File: src/include/tank_params.svh
`ifndef TANK_PARAMS_SVH
`define TANK_PARAMS_SVH

// grid geometry
`define TANK_GRID_BITS      5
`define TANK_GRID_MAX       31

// clock cycles per tick
`define TANK_MOVE_DIV       16
`define TANK_BUL_DIV        4

`define TANK_NUM_ENEMY      4

// enemy spawn cells, slot order 0..3
`define TANK_SPAWN_X0       4
`define TANK_SPAWN_Y0       4
`define TANK_SPAWN_X1       27
`define TANK_SPAWN_Y1       4
`define TANK_SPAWN_X2       4
`define TANK_SPAWN_Y2       27
`define TANK_SPAWN_X3       27
`define TANK_SPAWN_Y3       27

`define TANK_START_X        16
`define TANK_START_Y        16

`define TANK_RESPAWN_TICKS  8   // move ticks
`define TANK_SCORE_LIMIT    6
`define TANK_SCORE_BITS     5

`endif

File: src/rtl/tank_geom_pkg.sv
`default_nettype none

`include "tank_params.svh"

package tank_geom_pkg;

	typedef logic [`TANK_GRID_BITS-1:0] coord_t;

	typedef enum logic [1:0] {
		DIR_UP    = 2'd0,	// towards y = 0
		DIR_DOWN  = 2'd1,
		DIR_LEFT  = 2'd2,	// towards x = 0
		DIR_RIGHT = 2'd3
	} dir_t;

	typedef struct packed {
		coord_t x;
		coord_t y;
	} cell_t;

	// true when one more step in d would leave the grid
	function automatic logic at_edge(cell_t c, dir_t d);
		case (d)
			DIR_UP:    return c.y == '0;
			DIR_DOWN:  return c.y == coord_t'(`TANK_GRID_MAX);
			DIR_LEFT:  return c.x == '0;
			DIR_RIGHT: return c.x == coord_t'(`TANK_GRID_MAX);
		endcase
		return 1'b1;
	endfunction

	// one cell in d, no edge check
	function automatic cell_t step_cell(cell_t c, dir_t d);
		cell_t n;
		n = c;
		case (d)
			DIR_UP:    n.y = c.y - 1'b1;
			DIR_DOWN:  n.y = c.y + 1'b1;
			DIR_LEFT:  n.x = c.x - 1'b1;
			DIR_RIGHT: n.x = c.x + 1'b1;
		endcase
		return n;
	endfunction

endpackage

`default_nettype wire

File: src/rtl/tank_game_pkg.sv
`default_nettype none

`include "tank_params.svh"

package tank_game_pkg;

	// one command per accepted transfer
	typedef struct packed {
		logic                move;	// step one cell in dir
		tank_geom_pkg::dir_t dir;
		logic                fire;
	} cmd_t;

	typedef enum logic [1:0] {
		ST_IDLE    = 2'd0,
		ST_RUNNING = 2'd1,
		ST_OVER    = 2'd2
	} game_state_t;

	// snapshot of the playfield, 38 bits
	typedef struct packed {
		tank_geom_pkg::cell_t       player_cell;
		tank_geom_pkg::dir_t        player_dir;
		logic                       bul_active;
		tank_geom_pkg::cell_t       bul_cell;
		logic [`TANK_NUM_ENEMY-1:0] alive;
		logic [`TANK_SCORE_BITS-1:0] score;
		game_state_t                state;
		logic                       game_over;
		logic                       running;
		logic [1:0]                 spare;
	} status_t;

endpackage

`default_nettype wire

File: src/rtl/bullet_engine.sv
`timescale 1ns/1ns
`default_nettype none

module bullet_engine (
	input  wire                       clk,
	input  wire                       rst_n,
	input  wire                       running,
	input  wire                       bul_tick,
	input  wire                       fire_req,
	input  wire tank_geom_pkg::cell_t tank_cell,
	input  wire tank_geom_pkg::dir_t  tank_dir,
	input  wire                       hit,
	output logic                      bul_active,
	output tank_geom_pkg::cell_t      bul_cell
);

	tank_geom_pkg::dir_t bul_dir;	// heading latched at launch

	always_ff @(posedge clk) begin
		if (!rst_n) begin
			bul_active <= 1'b0;
			bul_cell   <= '0;
		end else if (!running || hit) begin
			bul_active <= 1'b0;	// hit retires it, cell kept
		end else if (!bul_active) begin
			if (fire_req) begin
				bul_active <= 1'b1;
				bul_cell   <= tank_cell;
			end
		end else if (bul_tick) begin
			if (tank_geom_pkg::at_edge(bul_cell, bul_dir)) begin
				bul_active <= 1'b0;	// would leave the grid
			end else begin
				bul_cell <= tank_geom_pkg::step_cell(bul_cell, bul_dir);
			end
		end
	end

	// heading only matters while active
	always_ff @(posedge clk) begin
		if (fire_req && !bul_active) begin
			bul_dir <= tank_dir;
		end
	end

	a_idle_cell: assert property (@(posedge clk) disable iff (!rst_n)
		!bul_active ##1 !bul_active |-> $stable(bul_cell))
		else $error("bullet cell moved while inactive");

endmodule

`default_nettype wire

File: src/rtl/enemy_field.sv
`timescale 1ns/1ns
`default_nettype none

`include "tank_params.svh"

module enemy_field (
	input  wire                        clk,
	input  wire                        rst_n,
	input  wire                        running,
	input  wire                        move_tick,
	input  wire                        bul_active,
	input  wire tank_geom_pkg::cell_t  bul_cell,
	output logic                       hit,
	output logic [`TANK_NUM_ENEMY-1:0] alive
);

	localparam int CNT_W = $clog2(`TANK_RESPAWN_TICKS + 1);

	// fixed spawn cells, one per slot
	localparam tank_geom_pkg::cell_t SPAWN [`TANK_NUM_ENEMY] = '{
		'{x: tank_geom_pkg::coord_t'(`TANK_SPAWN_X0), y: tank_geom_pkg::coord_t'(`TANK_SPAWN_Y0)},
		'{x: tank_geom_pkg::coord_t'(`TANK_SPAWN_X1), y: tank_geom_pkg::coord_t'(`TANK_SPAWN_Y1)},
		'{x: tank_geom_pkg::coord_t'(`TANK_SPAWN_X2), y: tank_geom_pkg::coord_t'(`TANK_SPAWN_Y2)},
		'{x: tank_geom_pkg::coord_t'(`TANK_SPAWN_X3), y: tank_geom_pkg::coord_t'(`TANK_SPAWN_Y3)}
	};

	logic [`TANK_NUM_ENEMY-1:0] hit_vec;
	logic [CNT_W-1:0]           wait_cnt [`TANK_NUM_ENEMY];	// move ticks since death

	always_comb begin
		for (int i = 0; i < `TANK_NUM_ENEMY; i++) begin
			hit_vec[i] = bul_active && alive[i] && (bul_cell == SPAWN[i]);
		end
	end

	assign hit = |hit_vec;

	always_ff @(posedge clk) begin
		if (!rst_n || !running) begin
			// field fully stocked outside play
			alive <= '1;
			for (int i = 0; i < `TANK_NUM_ENEMY; i++) begin
				wait_cnt[i] <= '0;
			end
		end else begin
			for (int i = 0; i < `TANK_NUM_ENEMY; i++) begin
				if (hit_vec[i]) begin
					alive[i]    <= 1'b0;
					wait_cnt[i] <= '0;
				end else if (!alive[i] && move_tick) begin
					if (wait_cnt[i] == CNT_W'(`TANK_RESPAWN_TICKS - 1)) begin
						alive[i] <= 1'b1;	// back on its spawn cell
					end else begin
						wait_cnt[i] <= wait_cnt[i] + 1'b1;
					end
				end
			end
		end
	end

	a_one_kill: assert property (@(posedge clk) disable iff (!rst_n)
		hit && running |=> $onehot($past(alive) & ~alive))
		else $error("hit did not remove exactly one enemy");

endmodule

`default_nettype wire

File: src/rtl/game_ctrl.sv
`timescale 1ns/1ns
`default_nettype none

`include "tank_params.svh"

module game_ctrl (
	input  wire                         clk,
	input  wire                         rst_n,
	input  wire                         start,
	input  wire                         hit,
	output tank_game_pkg::game_state_t  state,
	output logic                        running,
	output logic [`TANK_SCORE_BITS-1:0] score
);

	localparam logic [`TANK_SCORE_BITS-1:0] LAST_HIT = `TANK_SCORE_LIMIT - 1;

	assign running = (state == tank_game_pkg::ST_RUNNING);

	always_ff @(posedge clk) begin
		if (!rst_n) begin
			state <= tank_game_pkg::ST_IDLE;
			score <= '0;
		end else begin
			case (state)
				tank_game_pkg::ST_IDLE,
				tank_game_pkg::ST_OVER: begin
					if (start) begin
						state <= tank_game_pkg::ST_RUNNING;
						score <= '0;	// fresh game
					end
				end
				tank_game_pkg::ST_RUNNING: begin
					if (hit) begin
						score <= score + 1'b1;
						if (score == LAST_HIT) begin
							state <= tank_game_pkg::ST_OVER;
						end
					end
				end
				default: state <= tank_game_pkg::ST_IDLE;
			endcase
		end
	end

	a_score_cap: assert property (@(posedge clk) disable iff (!rst_n)
		score <= `TANK_SCORE_BITS'(`TANK_SCORE_LIMIT))
		else $error("score above limit");

endmodule

`default_nettype wire

File: src/rtl/player_tank.sv
`timescale 1ns/1ns
`default_nettype none

`include "tank_params.svh"

module player_tank (
	input  wire                  clk,
	input  wire                  rst_n,
	input  wire                  running,
	input  wire                  move_tick,
	input  wire                  cmd_valid,
	input  wire tank_game_pkg::cmd_t cmd,
	output logic                 cmd_ready,
	output tank_geom_pkg::cell_t tank_cell,
	output tank_geom_pkg::dir_t  tank_dir,
	output logic                 fire_req
);

	logic                 taken;	// command already accepted since last move tick
	logic                 xfer;
	tank_geom_pkg::cell_t next_cell;

	assign cmd_ready = running && !taken;
	assign xfer      = cmd_valid && cmd_ready;

	// clamp at the grid border
	always_comb begin
		next_cell = tank_cell;
		if (!tank_geom_pkg::at_edge(tank_cell, cmd.dir)) begin
			next_cell = tank_geom_pkg::step_cell(tank_cell, cmd.dir);
		end
	end

	always_ff @(posedge clk) begin
		if (!rst_n) begin
			taken       <= 1'b0;
			fire_req    <= 1'b0;
			tank_cell.x <= tank_geom_pkg::coord_t'(`TANK_START_X);
			tank_cell.y <= tank_geom_pkg::coord_t'(`TANK_START_Y);
			tank_dir    <= tank_geom_pkg::DIR_UP;
		end else begin
			fire_req <= xfer && cmd.fire;	// single cycle pulse
			if (xfer) begin
				taken <= 1'b1;	// wins over a tick in the same cycle
			end else if (move_tick) begin
				taken <= 1'b0;
			end
			if (xfer && cmd.move) begin
				tank_cell <= next_cell;
				tank_dir  <= cmd.dir;	// turns even when clamped
			end
		end
	end

	function automatic logic near_cell(tank_geom_pkg::cell_t a, tank_geom_pkg::cell_t b);
		logic same_x;
		logic same_y;
		same_x = (a.x == b.x);
		same_y = (a.y == b.y);
		return (same_x && same_y) ||
			(same_x && (a.y - b.y == 1 || b.y - a.y == 1)) ||
			(same_y && (a.x - b.x == 1 || b.x - a.x == 1));
	endfunction

	a_one_step: assert property (@(posedge clk) disable iff (!rst_n)
		xfer |=> near_cell($past(tank_cell), tank_cell))
		else $error("tank moved more than one cell");

endmodule

`default_nettype wire

File: src/rtl/tank_game_top.sv
`timescale 1ns/1ns
`default_nettype none

`include "tank_params.svh"

module tank_game_top (
	input  wire                      clk,
	input  wire                      rst_n,
	input  wire                      start,
	input  wire                      cmd_valid,
	input  wire tank_game_pkg::cmd_t cmd,
	output logic                     cmd_ready,
	output tank_game_pkg::status_t   status
);

	logic                        move_tick;
	logic                        bul_tick;
	logic                        running;
	tank_game_pkg::game_state_t  state;
	logic [`TANK_SCORE_BITS-1:0] score;
	tank_geom_pkg::cell_t        tank_cell;
	tank_geom_pkg::dir_t         tank_dir;
	logic                        fire_req;
	logic                        bul_active;
	tank_geom_pkg::cell_t        bul_cell;
	logic                        hit;
	logic [`TANK_NUM_ENEMY-1:0]  alive;

	tick_gen u_tick_gen (
		.clk		(clk),
		.rst_n		(rst_n),
		.move_tick	(move_tick),
		.bul_tick	(bul_tick)
	);

	game_ctrl u_game_ctrl (
		.clk		(clk),
		.rst_n		(rst_n),
		.start		(start),
		.hit		(hit),
		.state		(state),
		.running	(running),
		.score		(score)
	);

	player_tank u_player_tank (
		.clk		(clk),
		.rst_n		(rst_n),
		.running	(running),
		.move_tick	(move_tick),
		.cmd_valid	(cmd_valid),
		.cmd		(cmd),
		.cmd_ready	(cmd_ready),
		.tank_cell	(tank_cell),
		.tank_dir	(tank_dir),
		.fire_req	(fire_req)
	);

	bullet_engine u_bullet_engine (
		.clk		(clk),
		.rst_n		(rst_n),
		.running	(running),
		.bul_tick	(bul_tick),
		.fire_req	(fire_req),
		.tank_cell	(tank_cell),
		.tank_dir	(tank_dir),
		.hit		(hit),
		.bul_active	(bul_active),
		.bul_cell	(bul_cell)
	);

	// hit detection lives here only
	enemy_field u_enemy_field (
		.clk		(clk),
		.rst_n		(rst_n),
		.running	(running),
		.move_tick	(move_tick),
		.bul_active	(bul_active),
		.bul_cell	(bul_cell),
		.hit		(hit),
		.alive		(alive)
	);

	assign status = '{
		player_cell: tank_cell,
		player_dir:  tank_dir,
		bul_active:  bul_active,
		bul_cell:    bul_cell,
		alive:       alive,
		score:       score,
		state:       state,
		game_over:   (state == tank_game_pkg::ST_OVER),
		running:     running,
		spare:       2'b00
	};

endmodule

`default_nettype wire

File: src/rtl/tick_gen.sv
`timescale 1ns/1ns
`default_nettype none

`include "tank_params.svh"

module tick_gen (
	input  wire  clk,
	input  wire  rst_n,
	output logic move_tick,
	output logic bul_tick
);

	localparam int MOVE_W = $clog2(`TANK_MOVE_DIV);
	localparam int BUL_W  = $clog2(`TANK_BUL_DIV);

	logic [MOVE_W-1:0] move_cnt;
	logic [BUL_W-1:0]  bul_cnt;

	always_ff @(posedge clk) begin
		if (!rst_n) begin
			move_cnt  <= '0;
			bul_cnt   <= '0;
			move_tick <= 1'b0;
			bul_tick  <= 1'b0;
		end else begin
			move_cnt  <= (move_cnt == MOVE_W'(`TANK_MOVE_DIV - 1)) ? '0 : move_cnt + 1'b1;
			bul_cnt   <= (bul_cnt == BUL_W'(`TANK_BUL_DIV - 1)) ? '0 : bul_cnt + 1'b1;
			move_tick <= (move_cnt == MOVE_W'(`TANK_MOVE_DIV - 1));	// once per wrap
			bul_tick  <= (bul_cnt == BUL_W'(`TANK_BUL_DIV - 1));
		end
	end

	a_move_pulse: assert property (@(posedge clk) disable iff (!rst_n) move_tick |=> !move_tick)
		else $error("move_tick high for two cycles");
	a_bul_pulse: assert property (@(posedge clk) disable iff (!rst_n) bul_tick |=> !bul_tick)
		else $error("bul_tick high for two cycles");

endmodule

`default_nettype wire

File: config.mk
export PLATFORM = sky130hd
export DESIGN_NAME = tank_game_top
export DESIGN_NICKNAME = d
export VERILOG_FILES = /design/src/rtl/tank_geom_pkg.sv /design/src/rtl/tank_game_pkg.sv /design/src/rtl/bullet_engine.sv /design/src/rtl/enemy_field.sv /design/src/rtl/game_ctrl.sv /design/src/rtl/player_tank.sv /design/src/rtl/tank_game_top.sv /design/src/rtl/tick_gen.sv
export VERILOG_INCLUDE_DIRS = /design/src /design/src/include
export SDC_FILE = /design/constraint.sdc
export NUM_CORES = 1
export LEC_CHECK = 0
export BUFFER_PORTS_ARGS = -buffer_cell sky130_fd_sc_hd__buf_2
export CORE_ASPECT_RATIO = 0.6
export CORE_UTILIZATION = 45
export DETAILED_ROUTE_END_ITERATION = 16
export PLACE_DENSITY = 0.69
export SYNTH_ARGS = -nofsm -noshare
export SYNTH_HDL_FRONTEND = slang
export SYNTH_SLANG_ARGS = --single-unit
File: constraint.sdc
create_clock -name clk -period 5.31 [get_ports clk]
set_input_delay 0 -clock clk [delete_from_list [all_inputs] [get_ports clk]]
set_output_delay 0 -clock clk [all_outputs]
set_load 0.005 [all_outputs]
==> impl_metrics.env <==
export IMPL_status="complete, no violations"
export IMPL_min_from="cmd[2]"
export IMPL_synth_ff_type="dfxtp_1"
export IMPL_yosys_area_share_simple_pct=21.5
export IMPL_ys_seq_area_share_pct=40.0
export IMPL_async_reset_ff_share_pct=0
export IMPL_rows=24
export IMPL_clockRootBuffer="clkbuf_16"
export IMPL_synth_top_family_by_area="simple AND/OR/NAND/NOR gates"
export IMPL_worst_slew_pin_slew_ns=1.05
export IMPL_synth_fa_ha_area_share_pct=9.30
export IMPL_arrival_ns=2.82
export IMPL_worst_r2r_path_depth=4
export IMPL_first_pass_iters=5
export IMPL_grt_pass1_wl_mm=13.2
export IMPL_cts_max_path_buffers=2
export IMPL_num_io_pins=47
export IMPL_slew_limit_headroom_pct=29.9
export IMPL_synth_edf_count=18
export IMPL_diodes=0
export IMPL_pre_cts_ws_ns=2.78
export IMPL_vias=2932
export IMPL_core_um2=7450
export IMPL_clk_pin_slew_ns=0.05
export IMPL_max_freq_mhz=384
export IMPL_irDropWorstVdd_mv=0.216
export IMPL_drive_gt1_share_pct=15.9
export IMPL_fp_dieArea_um2=8260
export IMPL_die_w_um=117
export IMPL_holdBufCountCts=7
export IMPL_ctsHtreeMaxLevel=3
export IMPL_reg2reg_to="u_bullet_engine.bul_cell[0]$_SDFFE_PN0P_"
export IMPL_grt_usage_pct=21.1
export IMPL_dieHeight_um=70.8
export IMPL_startpoint_type="flop"
export IMPL_final_setup_viol_count=0
export IMPL_hold_ws_ns=0.178
export IMPL_worstSkewPairLatency_ns=0.33
export IMPL_rsz0062_at_grt="false"
export IMPL_crit_type="reg -> reg"
export IMPL_power_leakage_nw=1.75
export IMPL_via_per_inst=5.45
export IMPL_synth_area_mux_share_pct=2.82
export IMPL_hp_class="in -> reg"
export IMPL_numCtsBuffers=9
export IMPL_p_comb_share_pct=7.7
export IMPL_setup_ws_ns=2.71
export IMPL_cp_required_ns=5.53
export IMPL_power_density_nw_per_um2=271
export IMPL_cap_violations=0
export IMPL_drc=0
export IMPL_worstSetupStartpoint="u_bullet_engine.bul_active$_SDFF_PP0_"
export IMPL_rrSetupSlack_ns=2.71
export IMPL_antenna_found_initial=0
export IMPL_finalMaxSlewViolations=0
export IMPL_critPathCapture="u_bullet_engine.bul_cell[0]$_SDFFE_PN0P_"
export IMPL_final_min_clock_period_ns=2.60
export IMPL_reg2reg_from="u_bullet_engine.bul_active$_SDFF_PP0_"
export IMPL_seqPwrFrac_pct=45.8
export IMPL_final_cell_mix="44 x nor2_1, 44 x buf_2, 44 x dfxtp_1"
export IMPL_internal_power_mw=0.867
export IMPL_worstPathMaxFanout=24
export IMPL_grt_overflow=0
export IMPL_ys_types=59
export IMPL_placed_cell_area_um2=3830
export IMPL_cts_repair_resized=0
export IMPL_postCtsSetupBuffers=0
export IMPL_ys_warn_count=0
export IMPL_drtAntennaViolNets=0
export IMPL_synth_compound_area_share_pct=15.9
export IMPL_sw_frac_of_total_pct=23.3
export IMPL_post_route_period_util_pct=49.0
export IMPL_finalHoldViolCount=0
export IMPL_areaGrowthSynthToFinish_pct=17.3
export IMPL_first_iter_violations=144
export IMPL_synth_xor_area_share_pct=5.92
export IMPL_fin_nets=461
export IMPL_cts_tree="built"
export IMPL_finalClockSkew_ns=0.00641
export IMPL_io_buffers=44
export IMPL_netlist_instances=382
export IMPL_totalNegativeSetupSlack_ns=0
export IMPL_ys_ff_latch=62
export IMPL_synthesis_area_um2=3550
export IMPL_clock_sinks=62
export IMPL_p_switching_mw=0.263
export IMPL_wirelength_mm=7.91
export IMPL_start_util_pct=47.7
export IMPL_first_global_vias=2711
export IMPL_post_dp_hpwl_mm=5.71
export IMPL_synth_avg_cell_area_um2=9.30
export IMPL_final_area_um2=4170
export IMPL_p_clk_share_pct=46.4
export IMPL_grt_max_degree=33
export IMPL_gp_congestion=0.841
export IMPL_endpoint_kind="flop"
export IMPL_wl_per_cell_um=14.7
-- state kept, by name, summed over array words and instances (netlist names) --
| signal | cells |
|---|---|
| u_bullet_engine.bul_dir | 2 |
| u_player_tank.tank_dir | 2 |
| u_bullet_engine.bul_cell | 10 |
| u_enemy_field.wait_cnt | 16 |
| u_player_tank.fire_req | 1 |
| u_game_ctrl.state | 2 |
| u_tick_gen.move_tick | 1 |
| u_bullet_engine.bul_active | 1 |
| u_tick_gen.move_cnt | 4 |
| u_tick_gen.bul_tick | 1 |
| u_tick_gen.bul_cnt | 2 |
| u_game_ctrl.score | 5 |
| u_player_tank.taken | 1 |
| u_player_tank.tank_cell | 10 |
| u_enemy_field.alive | 4 |
-- kinds of logic after synthesis --
kind of cell	count (synthesis)
other cells	1
flops	62
fa+ha+maj	24
xor+xnor	24
compound gates	85
simple gates	140
buf+inv	36
mux	10
-- Yosys cell counts, types with 8 or more instances --
library cell	instances	area share [%]
dfxtp_1	44	25
nor2_1	44	4.7
a21oi_1	35	4.9
ha_1	20	7.0
nand2_1	19	2.0
nand3_1	19	2.7
edfxtp_1	18	15
inv_1	18	1.9
xnor2_1	15	3.7
mux2i_1	10	2.8
clkbuf_1	9	0.95
o21ai_0	9	1.3
xor2_1	9	2.2
a21o_1	8	1.7
-- worst min path at each step --
stage                                                    to  cells past startpoint  slack, ns
global route        u_player_tank.tank_cell[7]$_SDFFE_PN0P_                      5       0.21
global placement    u_player_tank.tank_cell[4]$_SDFFE_PN1P_                      2       0.29
CTS                 u_player_tank.tank_cell[7]$_SDFFE_PN0P_                      5       0.17
detailed placement  u_player_tank.tank_cell[4]$_SDFFE_PN1P_                      2       0.29
floorplan            u_player_tank.tank_dir[0]$_SDFFE_PN0P_                      2       0.15
finish              u_player_tank.tank_cell[7]$_SDFFE_PN0P_                      5       0.18
-- stage by stage --
stage / util, % / cells / power [mW]
global placement: 51.5 / 515 / 0.607
CTS: 55.9 / 538 / 1.14
detailed placement: 51.5 / 515 / 0.610
finish: 55.9 / 538 / 1.13
floorplan: - / 383 / 0.586
global route: 55.9 / 538 / 1.18
-- layer usage --
metal | vias up | routed length (µm) | GRT usage, %
li1 | 1481 | - | -
met1 | 1362 | 4070 | 30.2
met2 | 81 | 3260 | 29.1
met3 | 8 | 505 | 7.97
met4 | 0 | 68 | 6.47
met5 | - | 0 | 0
-- worst max-delay path, cell delays in order (launching register included) --
cell and delay [ns]:
dfxtp_1 0.88, nand3b_1 0.14, a222oi_1 0.96, a21boi_1 0.18, o31a_1 0.33
-- final cells by class --
class / count / area, µm²
fillers: 687 / 3280
clock buffers: 14 / 254
flip-flops and latches: 62 / 1420
inverters: 18 / 67.6
well taps: 104 / 130
clock inverters: 2 / 10.0
multi-input cells: 285 / 1980
repair buffers: 53 / 305
-- power by group through the flow --
stage / Clock [mW] / Combinational (mW) / Sequential (mW)
3_5_place_dp: 0 / 0.0835 / 0.527
4_1_cts: 0.537 / 0.0871 / 0.518
6_report: 0.524 / 0.0872 / 0.518
2_1_floorplan: 0 / 0.0625 / 0.523
3_3_place_gp: 0 / 0.0806 / 0.526
5_1_grt: 0.559 / 0.0988 / 0.520
Power figures use the tool's default switching activity.
